**src/design/hisPkg.sv**
```systemverilog
package hisPkg;

    // timestamp width from the TDC front end
    localparam int SAMPLE_W = 10;

    // bin index width, coarse and fine passes share it
    localparam int BIN_W = 4;

    // per-bin counter width, saturates at all ones
    localparam int COUNT_W = 8;

    // bank depth follows from the index width
    localparam int BIN_NUM = 1 << BIN_W;

    // raw photon timestamp
    typedef logic [SAMPLE_W-1:0] sample_t;

    // index into the counter bank
    typedef logic [BIN_W-1:0] bin_t;

    // photons seen in one bin
    typedef logic [COUNT_W-1:0] count_t;

    // which pass the current frame feeds
    typedef enum logic {
        PH_COARSE,
        PH_FINE
    } phase_t;

    // peak finder states
    typedef enum logic [1:0] {
        SC_IDLE,
        SC_READ,
        SC_LAST,
        SC_PUBLISH
    } scanState_t;

    // one increment request into the bank
    typedef struct packed {
        logic valid;
        bin_t bin;
    } binHit_t;

    // frame end strobe, tagged with the pass it closes
    typedef struct packed {
        logic   done;
        phase_t phase;
    } frameEnd_t;

    // published peak pair
    typedef struct packed {
        bin_t coarse;
        bin_t fine;
    } hisResult_t;

endpackage

```
**src/design/binSelector.sv**
```systemverilog
`timescale 1ns/1ps

module binSelector #(
    parameter int FRAME_LEN = 12
) (
    input  logic               clk,
    input  logic               rstN,
    input  logic               wrEn,
    input  hisPkg::sample_t    roughData,
    input  logic               busy,
    input  hisPkg::bin_t       coarsePeak,
    output hisPkg::binHit_t    hit,
    output hisPkg::frameEnd_t  frameEnd
);

    // enough bits to count a whole frame
    localparam int CNT_W = (FRAME_LEN > 1) ? $clog2(FRAME_LEN) : 1;

    // accepted samples in the current frame
    logic [CNT_W-1:0] sampleCnt;

    // pass the current frame belongs to
    hisPkg::phase_t phase;

    // sample taken this edge
    logic accept;

    // last sample of the frame is being taken
    logic lastSample;

    // top bits pick the coarse bin
    hisPkg::bin_t coarseBin;

    // next bits down pick the fine bin
    hisPkg::bin_t fineBin;

    // fine pass only keeps samples inside the coarse peak
    logic inPeak;

    // busy already covers the frame end cycle, so no extra hold-off here
    assign accept = wrEn && !busy;
    assign lastSample = (sampleCnt == CNT_W'(FRAME_LEN - 1));

    assign coarseBin = roughData[hisPkg::SAMPLE_W-1 -: hisPkg::BIN_W];
    assign fineBin = roughData[hisPkg::SAMPLE_W-hisPkg::BIN_W-1 -: hisPkg::BIN_W];
    assign inPeak = (coarseBin == coarsePeak);

    // frame counter and phase toggle
    always_ff @(posedge clk or negedge rstN) begin
        if (!rstN) begin
            sampleCnt <= '0;
            phase <= hisPkg::PH_COARSE;
        end else if (accept) begin
            if (lastSample) begin
                sampleCnt <= '0;
                // next frame runs the other pass
                phase <= (phase == hisPkg::PH_COARSE) ? hisPkg::PH_FINE
                                                      : hisPkg::PH_COARSE;
            end else begin
                sampleCnt <= sampleCnt + 1'b1;
            end
        end
    end

    // hit request, one per accepted sample at most
    always_ff @(posedge clk or negedge rstN) begin
        if (!rstN) begin
            hit <= '0;
        end else begin
            hit.valid <= 1'b0;
            if (accept) begin
                if (phase == hisPkg::PH_COARSE) begin
                    hit.valid <= 1'b1;
                    hit.bin <= coarseBin;
                end else begin
                    // outside samples still count toward the frame
                    hit.valid <= inPeak;
                    hit.bin <= fineBin;
                end
            end
        end
    end

    // frame end pulse, lines up with the last sample's hit
    always_ff @(posedge clk or negedge rstN) begin
        if (!rstN) begin
            frameEnd.done <= 1'b0;
            frameEnd.phase <= hisPkg::PH_COARSE;
        end else begin
            frameEnd.done <= accept && lastSample;
            if (accept && lastSample) begin
                frameEnd.phase <= phase;
            end
        end
    end

endmodule

```
**src/design/binCounterRam.sv**
```systemverilog
`timescale 1ns/1ps

module binCounterRam (
    input  logic             clk,
    input  logic             rstN,
    input  hisPkg::binHit_t  hit,
    input  logic             rdEn,
    input  hisPkg::bin_t     rdAddr,
    output hisPkg::count_t   rdData
);

    // one saturating counter per bin
    hisPkg::count_t bank [hisPkg::BIN_NUM];

    // counter at the hit address
    hisPkg::count_t hitCount;

    // stop counting once the bin is full
    logic saturated;

    assign hitCount = bank[hit.bin];
    assign saturated = (hitCount == '1);

    // increment on hit, clear on read
    always_ff @(posedge clk or negedge rstN) begin
        if (!rstN) begin
            for (int i = 0; i < hisPkg::BIN_NUM; i++) begin
                bank[i] <= '0;
            end
        end else begin
            if (hit.valid && !saturated) begin
                bank[hit.bin] <= hitCount + 1'b1;
            end
            // scan read empties the entry for the next frame
            // producer is held off during a scan, so no same-edge clash
            if (rdEn) begin
                bank[rdAddr] <= '0;
            end
        end
    end

    // registered read port, one cycle latency
    always_ff @(posedge clk) begin
        if (rdEn) begin
            rdData <= bank[rdAddr];
        end
    end

endmodule

```
**src/design/peakFinder.sv**
```systemverilog
`timescale 1ns/1ps

module peakFinder (
    input  logic                clk,
    input  logic                rstN,
    input  hisPkg::frameEnd_t   frameEnd,
    input  hisPkg::count_t      rdData,
    output logic                rdEn,
    output hisPkg::bin_t        rdAddr,
    output logic                busy,
    output hisPkg::bin_t        coarsePeak,
    output hisPkg::hisResult_t  result,
    output logic                resultValid
);

    hisPkg::scanState_t state;

    // pass of the frame being scanned
    hisPkg::phase_t scanPhase;

    // rdData is valid this cycle, and for which bin
    logic rdValid;
    hisPkg::bin_t rdBin;

    // running maximum
    hisPkg::count_t maxCount;
    hisPkg::bin_t maxBin;

    // scan starts this edge
    logic scanStart;

    assign scanStart = (state == hisPkg::SC_IDLE) && frameEnd.done;

    // one read per cycle while sweeping the bank
    assign rdEn = (state == hisPkg::SC_READ);

    // raised with the frame end strobe too, so the sample
    // right behind the last one is already held off
    assign busy = (state != hisPkg::SC_IDLE) || frameEnd.done;

    // scan sequencing
    // READ x16, LAST drains the final read, PUBLISH latches the peak
    always_ff @(posedge clk or negedge rstN) begin
        if (!rstN) begin
            state <= hisPkg::SC_IDLE;
            rdAddr <= '0;
            scanPhase <= hisPkg::PH_COARSE;
        end else begin
            case (state)
                hisPkg::SC_IDLE: begin
                    if (frameEnd.done) begin
                        state <= hisPkg::SC_READ;
                        rdAddr <= '0;
                        scanPhase <= frameEnd.phase;
                    end
                end
                hisPkg::SC_READ: begin
                    // address wraps back to 0 after the top bin
                    rdAddr <= rdAddr + 1'b1;
                    if (rdAddr == '1) begin
                        state <= hisPkg::SC_LAST;
                    end
                end
                hisPkg::SC_LAST: begin
                    state <= hisPkg::SC_PUBLISH;
                end
                hisPkg::SC_PUBLISH: begin
                    state <= hisPkg::SC_IDLE;
                end
                default: begin
                    state <= hisPkg::SC_IDLE;
                end
            endcase
        end
    end

    // compare stage, one cycle behind the read
    always_ff @(posedge clk or negedge rstN) begin
        if (!rstN) begin
            rdValid <= 1'b0;
            rdBin <= '0;
            maxCount <= '0;
            maxBin <= '0;
        end else begin
            rdValid <= rdEn;
            rdBin <= rdAddr;
            if (scanStart) begin
                // empty histogram falls back to bin 0
                maxCount <= '0;
                maxBin <= '0;
            end else if (rdValid && (rdData > maxCount)) begin
                // strict compare, ties keep the lower bin
                maxCount <= rdData;
                maxBin <= rdBin;
            end
        end
    end

    // peak outputs
    always_ff @(posedge clk or negedge rstN) begin
        if (!rstN) begin
            coarsePeak <= '0;
            result <= '0;
            resultValid <= 1'b0;
        end else begin
            resultValid <= 1'b0;
            if (state == hisPkg::SC_PUBLISH) begin
                if (scanPhase == hisPkg::PH_COARSE) begin
                    // coarse peak only steers the fine pass
                    coarsePeak <= maxBin;
                end else begin
                    result.coarse <= coarsePeak;
                    result.fine <= maxBin;
                    resultValid <= 1'b1;
                end
            end
        end
    end

endmodule

```
**src/design/hisBuilder.sv**
```systemverilog
`timescale 1ns/1ps

module hisBuilder #(
    parameter int FRAME_LEN = 12
) (
    input  logic                clk,
    input  logic                rstN,
    input  logic                wrEn,
    input  hisPkg::sample_t     roughData,
    output hisPkg::hisResult_t  result,
    output logic                resultValid,
    output logic                busy
);

    // selector to bank
    hisPkg::binHit_t hit;

    // selector to peak finder
    hisPkg::frameEnd_t frameEnd;

    // peak finder back to selector
    hisPkg::bin_t coarsePeak;

    // scan read port
    logic rdEn;
    hisPkg::bin_t rdAddr;
    hisPkg::count_t rdData;

    // frame counting and binning
    binSelector #(
        .FRAME_LEN (FRAME_LEN)
    ) binSelector_i (
        .clk        (clk),
        .rstN       (rstN),
        .wrEn       (wrEn),
        .roughData  (roughData),
        .busy       (busy),
        .coarsePeak (coarsePeak),
        .hit        (hit),
        .frameEnd   (frameEnd)
    );

    // 16 bin counter bank
    binCounterRam binCounterRam_i (
        .clk    (clk),
        .rstN   (rstN),
        .hit    (hit),
        .rdEn   (rdEn),
        .rdAddr (rdAddr),
        .rdData (rdData)
    );

    // scan and peak pick
    peakFinder peakFinder_i (
        .clk         (clk),
        .rstN        (rstN),
        .frameEnd    (frameEnd),
        .rdData      (rdData),
        .rdEn        (rdEn),
        .rdAddr      (rdAddr),
        .busy        (busy),
        .coarsePeak  (coarsePeak),
        .result      (result),
        .resultValid (resultValid)
    );

endmodule

```
**config.mk**
```make
export PLATFORM = sky130hd
export DESIGN_NAME = hisBuilder
export DESIGN_NICKNAME = d
export VERILOG_FILES = /design/src/design/hisPkg.sv /design/src/design/binSelector.sv /design/src/design/binCounterRam.sv /design/src/design/peakFinder.sv /design/src/design/hisBuilder.sv
export SDC_FILE = /design/constraint.sdc
export NUM_CORES = 1
export LEC_CHECK = 0
export BUFFER_PORTS_ARGS = -buffer_cell sky130_fd_sc_hd__clkbuf_2
export CORE_MARGIN = 3
export CORE_UTILIZATION = 55
export CTS_CLUSTER_DIAMETER = 150
export DETAILED_ROUTE_END_ITERATION = 7
export PLACE_DENSITY = 0.75
export SLEW_MARGIN = 20
export SYNTH_ARGS = -nofsm -noshare
export SYNTH_HDL_FRONTEND = slang
export SYNTH_SLANG_ARGS = --single-unit
```
**constraint.sdc**
```tcl
create_clock -name clk -period 4.7 [get_ports clk]
set_input_delay 0.94 -clock clk [delete_from_list [all_inputs] [get_ports clk]]
set_output_delay 0.94 -clock clk [all_outputs]
set_load 0.05 [all_outputs]
```
# Word level (Yosys, flattened, before mapping)
# Cells that the tools add are included.
# word_totals
register_bits	185
input_bits	13
output_inout_bits	10
elab_cells	104
# classes
n_addsub	3
order_cmp	5
n_eq_ne	9
mux	28
bitwise	5
reduce_logical	20
# ops
op	n
$mux 128	2
$and 128x128->128	1
$bwmux 128	1
$not 128->128	1
$bmux 8 s4	2
$demux 8 s4	2
$mux 8	8
$mux 4	4
$reduce_and 2->1	6
$ge 5x5->1 const B	2
$lt 5x1->1 const B	2
$mux 5	2
$not 4->5	2
$add 4x1->4 const B	2
$add 8x1->8 const B	1
$eq 4x4->1 const B	2
$eq 8x8->1 const B	1
$gt 8x8->1	1
$pmux 2 s4	1
$pmux 4 s2	1
$logic_and 1x1->1	7
$reduce_bool 2->1	3
$eq 2x2->1 const B	2
$eq 4x4->1	1
other kinds (8)	13

# Depth between registers and ports, before layout
# Gate-level depths: netlist of run 1.
# logic_depth
ltp_word	10
depth_mapped	17

# Cells and area by module
# From an unflattened synthesis of run 1, not the netlist that was laid out.
# unflattened
cells_unflattened	947
area_unflattened_um2	10611.4
# modules_own_cells
module	n_inst	cells_per_inst	area_each_um2	seq_area_each_um2
binCounterRam	1	734	8221.6	3443.3
peakFinder	1	160	1810.5	925.9
binSelector	1	53	579.3	300.3

# Worst setup path after synthesis of run 1
# OpenSTA, ideal clock, no wires.
# synth_path
path_type	reg-to-reg
startpoint	reg binSelector_i.hit[0] (netlist name)
endpoint	reg binCounterRam_i.bank[62] (netlist name)
t_arrival_ns	3.484
required_ns	4.558
setup_slack_ns	1.074
stages_incl_launch_ff	17
cell_sequence	dfrtp_1 > buf_6 > buf_12 > buf_12 > buf_6 > mux4_2 > a22oi_1 > nand2_2 > clkbuf_1 > ha_1 > and4b_1 > or2_1 > buf_4 > nand2_1 > xor2_1 > buf_2 > a211oi_1
# synth_via
elab_chain_cells	10
word_cells_on_any_way	17
# synth_rtl
item	line	source
$not 4->5 (not written as such) *	binCounterRam.sv:21, binCounterRam.sv:32	
branches (longest 6 deep; another with $add 8x1->8)	n/a	
$mux 128 *	binCounterRam.sv:31	if (hit.valid && !saturated) begin
$and 128x128->128 (no line)	n/a	
$mux 128 *	binCounterRam.sv:36	if (rdEn) begin
end signal, assigned by index	binCounterRam.sv:32	bank[hit.bin] <= hitCount + 1'b1;
end, declared	binCounterRam.sv:13	hisPkg::count_t bank [hisPkg::BIN_NUM];
# Mark *: on every way between the ends. The select of a mux whose other input is x is not followed.
# A chain may end at the register's enable or synchronous reset.

# Final worst setup path of run 1
# layout_path
startpoint	reg binSelector_i.hit[0] (netlist name)
endpoint	reg binCounterRam_i.bank[36] (netlist name)
# layout_via
elab_chain_cells	10
word_cells_on_any_way	17
# layout_rtl
item	line
$not 4->5 (not written as such) *	binCounterRam.sv:21, binCounterRam.sv:32
branches (longest 6 deep; another with $add 8x1->8)	n/a
$mux 128 *	binCounterRam.sv:31
$and 128x128->128 (no line)	n/a
$mux 128 *	binCounterRam.sv:36
# Marks and branches as above.

==> reports/results.ini, run 1 <==
[synthesis]
seq_area_frac_synth_pct = 45.3
synthXorXnorAreaFrac_pct = 1.16
synthAdderAreaFrac_pct = 2.18
syn_area_per_cell_um2 = 12.4
synthMuxAreaShare_pct = 24.1
synth_top_cell_by_area = dfrtp_1
synth-simple-area-share_pct = 10.3
synth_top_family_by_area = multiplexers
synth-main-ff-cell = dfrtp_1
synthDominantCellAreaShare_pct = 43.0
synth.area.top_cells = dfrtp_1, mux4_2, mux2i_1
synth_compound_area_share_pct = 12.0
yosysWarningCount = 0
syn_area_um2 = 10300
synth_edf_count = 8
syn-num-nets = 863
ys_types = 47
syn_inst = 832
yosys_register_bits = 185
synth-async-reset-ratio_pct = 95.7

[setup_path]
crit_path_end = binCounterRam_i.bank[36]
r2r_start = binSelector_i.hit[0]
required_ps = 4990
critPathKind = reg -> reg
critPathArrivalTime_ps = 4060
cp_max_fo = 18
rrSetupSlack_ps = 930
startpoint_type = register
startpoint = binSelector_i.hit[0]
r2r_end = binCounterRam_i.bank[36]
r2r_cells = 10
end_kind = register

[drt]
num_vias = 6932
avgRoutedWirePerCell_um = 23.2
ant_nets = 0
drtIter0Drc = 600
drc_errors = 0
wirelength_um = 24700
dr.pass1.iters = 5
vias_per_cell = 6.52

[cts]
cts_root_buf = clkbuf_16
hold_buffers = 0
cts_buffers = 17
cts_tree = built
htree_levels = 4
ctsResizeCount = 0
cts.sinks = 185
clk_path_buf_depth = 2
clk_latency_ps = 440
cts_setup_buffers = 0
clk_pin_slew_ps = 70

[sta]
finalSetupViolCount = 0
finalClockSkew_ps = 11.2
relSlewSlack_pct = 35.3
rsz0062_at_grt = no
worst_pin_slew_ps = 966
drv_slew = 0
fin_crit_sh_pct = 80.3
max_freq_ghz = 0.265
hold_viol_final = 0
timing.hold.ws_ps = 483
setup_tns_ps = 0
min_period_ps = 3770

[die]
ios = 23
start_util_pct = 56.6
die_x_um = 143
rows = 49
die_area_um2 = 20400
fp.dieH_um = 143
core_area_um2 = 18200

[layout]
area_growth_pct = 6.54
post-route-util_pct = 60.3
fin_nets = 853
fin_cells = 1064
fill_cells = 1416
final_common_cell = dfrtp_1
design_area_um2 = 11000
num_antenna_cells = 0
layout_common_cells = dfrtp_1, nor2_1, a211oi_1, mux2i_1, mux4_2
layout-drive-gt1-share_pct = 20.0

[place]
dp_hpwl_um = 16800
place_inst = 1032
io_buffer_count = 20
gp_congestion = 0.943
placed_area_um2 = 10400

[run_status]
status = finished clean

[grt]
antenna_found_initial = 0
grt_overflow = 0
grt_max_degree = 83
track_usage_pct = 25.4
grt_pass1_wl_um = 39400
grt_pass1_vias = 6960

[min_path]
min_path_type = in -> async

[flow_run]
cap_violations = 0

[power_and_ir_drop]
ir_drop_mv = 0.334
p_leak_nw = 4.48
powerDensity_nw_per_um2 = 667

[sequential cells by signal, summed over array words and instances, names as in the netlist]
name	count
peakFinder_i.maxCount	8
peakFinder_i.result	8
peakFinder_i.maxBin	4
peakFinder_i.rdBin	4
binSelector_i.frameEnd	2
peakFinder_i.rdAddr	4
peakFinder_i.state	2
binCounterRam_i.bank	128
binSelector_i.hit	5
peakFinder_i.scanPhase	1
peakFinder_i.rdValid	1
peakFinder_i.coarsePeak	4
binSelector_i.sampleCnt	4
binCounterRam_i.rdData	8
binSelector_i.phase	1
peakFinder_i.resultValid	1
[through the flow]
stage	worst slack (ps)	total power (W)
floorplan	1070	0.00505
CTS	955	0.00733
global placement	992	0.00571
global route	738	0.00776
finish	926	0.00733
detailed placement	978	0.00582
[metal layers]
metal,share of wire [%],global-route usage [%]
met1,40,34.4
met3,6.9,3.99
met4,4.4,12.0
met2,49,40.6
met5,0,0
[cells in the mapped netlist (14+ instances only)]
cell type	n
ha_1	18
buf_6	14
a22oi_1	14
nor2_1	162
mux4_2	58
inv_1	16
mux2i_1	72
a211oi_1	81
dfrtp_1	177
nand2_1	21
a31oi_4	16
mux2_2	15
clkbuf_1	19
nand3_1	17
[logic make-up after synthesis]
group | count (synthesis)
and+or+nand+nor | 243
DFF | 185
muxes | 156
AOI/OAI and AO/OA | 139
buffers and inverters | 79
adders and majority gates | 18
xor gates and xnor gates | 12
[layout make-up]
class | instances | area (µm²) | share of cell area, %
repair buffers | 34 | 236 | 2.15
clock buffers | 19 | 433 | 3.94
inverters | 16 | 60.1 | 0.547
well taps | 229 | 287 | 2.61
flip-flops and latches | 185 | 4670 | 42.5
multi-input cells | 568 | 5130 | 46.7
clock inverters | 13 | 165 | 1.50
[worst min-delay path by stage]
stage / from / endpoint / slack, ps / cells past startpoint
after detailed placement: peakFinder_i.result[2] / peakFinder_i.result[2] / 490 / 1
after floorplan: peakFinder_i.rdAddr[2] / peakFinder_i.rdBin[2] / 350 / 0
after global routing: rstN / peakFinder_i.result[6] / 520 / 1
after global placement: peakFinder_i.rdBin[2] / peakFinder_i.maxBin[2] / 470 / 2
after CTS: rstN / peakFinder_i.maxCount[4] / 500 / 1
final: rstN / binCounterRam_i.bank[111] / 480 / 1
[power breakdown]
| part | switching [W] | internal [W] |
|---|---|---|
| logic | 0.00170 | 0.00137 |
| registers | 0.000603 | 0.00217 |
| clock network | 0.000651 | 0.000844 |
| total | 0.00295 | 0.00438 |
[worst max-delay path: stages (launching register included)]
cell	delay [ps]
dfrtp_2	670
mux4_2	560
a22oi_1	260
nand2_2	310
ha_1	350
and4b_1	200
or2_1	240
buf_4	220
a31oi_4	480
mux2i_1	250
nor2_1	60
Power figures use the tool's default switching activity.
==> run 2: changes to the inputs <==
--- a/config.mk
+++ b/config.mk
@@ -10,7 +10,7 @@
 export CORE_UTILIZATION = 55
 export CTS_CLUSTER_DIAMETER = 150
 export DETAILED_ROUTE_END_ITERATION = 7
-export PLACE_DENSITY = 0.75
+export PLACE_DENSITY = 0.78
 export SLEW_MARGIN = 20
 export SYNTH_ARGS = -nofsm -noshare
 export SYNTH_HDL_FRONTEND = slang
==> constraint.sdc (replaced) <==
create_clock -name clk -period 3 [get_ports clk]
set_input_delay 0.6 -clock clk [delete_from_list [all_inputs] [get_ports clk]]
set_output_delay 0.6 -clock clk [all_outputs]
set_load 0.05 [all_outputs]
==> reports/results.ini, run 2 (synthesized netlist as in run 1, its figures left out) <==
[grt]
grt_overflow = 0
grt_max_degree = 64
grtUsageMet3_pct = 8.31
grt_pass1_vias = 7636
antenna_found_initial = 0
grt-busiest-layer = met2
track_usage_pct = 27.7
grt_pass1_wl_um = 42600
met2_usage_pct = 43.8
grt_use_met1_pct = 35.6

[place]
gp_congestion = 0.915
io_buffer_count = 20
dp_hpwl_um = 17900
place_inst = 1091

[cts]
cts.sinks = 185
hold_buffers = 0
clk_pin_slew_ps = 80
cts_root_buf = clkbuf_16
clk_latency_ps = 450
htree_levels = 4
cts_buffers = 17
clk_path_buf_depth = 2
cts_tree = built

[layout]
largest_reg_flops = 128
regMostFlops = binCounterRam_i.bank
post-route-util_pct = 68.5
fin_cells = 1159
fill_cells = 1193
layout-drive-gt1-share_pct = 36.2
num_antenna_cells = 0
area_growth_pct = 21.0
final_common_cell = dfrtp_1
multi_input_area_um2 = 5500
layout_common_cells = dfrtp_1, nor2_1, mux2i_1, buf_4, mux4_2
fin_nets = 948
seqCellArea_um2 = 4670

[setup_path]
path_cells = buf_12 -> mux4_2 -> a22oi_2 -> nand2_2 -> ha_4 -> and4b_1 -> or2_4 -> buf_12 -> a31oi_4 -> buf_12 -> mux2i_1 -> nor2_1
end_kind = register
startpoint = binSelector_i.hit[0]
critPathArrivalTime_ps = 3420
critical_path_depth = 12
critPathKind = reg -> reg
r2r_start = binSelector_i.hit[0]
r2r_cells = 12
timing.critical_path.buf_inv = 3
r2r_end = binCounterRam_i.bank[91]
critPathMostFrequentCell = buf_12
critPathMaxStageDelay_ps = 540
cp_max_fo = 8
rrSetupSlack_ps = -130
required_ps = 3290
crit_path_end = binCounterRam_i.bank[91]
slowest_stage = mux4_2
startpoint_type = register
cpLargestDelayFamily = multiplexers

[die]
die_area_um2 = 20400
ios = 23
fp.dieH_um = 143
core_area_um2 = 18200
rows = 49
start_util_pct = 56.6
die_x_um = 143

[drt]
dr.pass1.iters = 8
num_vias = 7648
avgRoutedWirePerCell_um = 24.6
vias_per_cell = 6.60
wirelength_um = 28500
drc_errors = 0
ant_nets = 0
drtIter0Drc = 706

[run_status]
violations = negative setup slack
status = finished with violations

[sta]
rsz0062_at_grt = yes
relSlewSlack_pct = 33.9
hold_viol_final = 0
worst_pin_slew_ps = 988
min_period_ps = 3130
drv_slew = 0
fin_ws_ps = -128
finalSetupViolCount = 64
max_freq_ghz = 0.320
fin_crit_sh_pct = 104
finalClockSkew_ps = 12.5

[power_and_ir_drop]
ir_drop_mv = 0.664
p_total_w = 0.0127
powerDensity_nw_per_um2 = 1020
p_leak_nw = 5.24

[min_path]
min_path_type = in -> async

[flow_run]
cap_violations = 0

-- run 2: timing repair --
action,in CTS,in global routing
gates cloned,3,5
gates resized for setup,14,80
setup buffers,11,19
endpoints found under the setup margin,64,128
endpoints found under the hold margin,0,0
pin swaps,8,14
-- run 2: worst min-delay path by stage --
stage,startpoint,endpoint,slack (ps)
final,rstN,peakFinder_i.maxBin[3],170
after global routing,rstN,peakFinder_i.result[1],200
after CTS,rstN,peakFinder_i.maxBin[3],180
after detailed placement,peakFinder_i.rdBin[2],peakFinder_i.maxBin[2],480
after global placement,peakFinder_i.rdBin[2],peakFinder_i.maxBin[2],470
after floorplan,rstN,binCounterRam_i.bank[0],300
-- run 2: where the power goes --
group / switching, W / total [W] / internal [W]
sequential: 0.000783 / 0.00419 / 0.00340
combinational: 0.00342 / 0.00628 / 0.00286
clock: 0.00106 / 0.00226 / 0.00119
-- run 2: cell type report --
cell class	count	share of cell area, %
repair buffers	127	11.0
clock inverters	13	1.10
flip-flops and latches	185	37.5
multi-input cells	570	44.1
inverters	16	0.482
well taps	229	2.30
clock buffers	19	3.55
-- run 2: through the flow --
stage / hold slack [ps] / instance area [µm²] / setup slack, ps / setup TNS (ps)
after CTS: 175 / 11900 / -28.7 / -123
final: 167 / 12500 / -128 / -2680
after global placement: 470 / 11100 / -35.5 / -172
after detailed placement: 483 / 11100 / -58.4 / -550
after global routing: 195 / 12500 / -222 / -10620
after floorplan: 304 / 10400 / -349 / -34580
-- run 2: routing by layer --
layer / vias up / wire length [µm]
met1: 3849 / 10900
met2: 396 / 13700
met3: 123 / 2450
met5: - / 0
met4: 0 / 1470
li1: 3280 / -
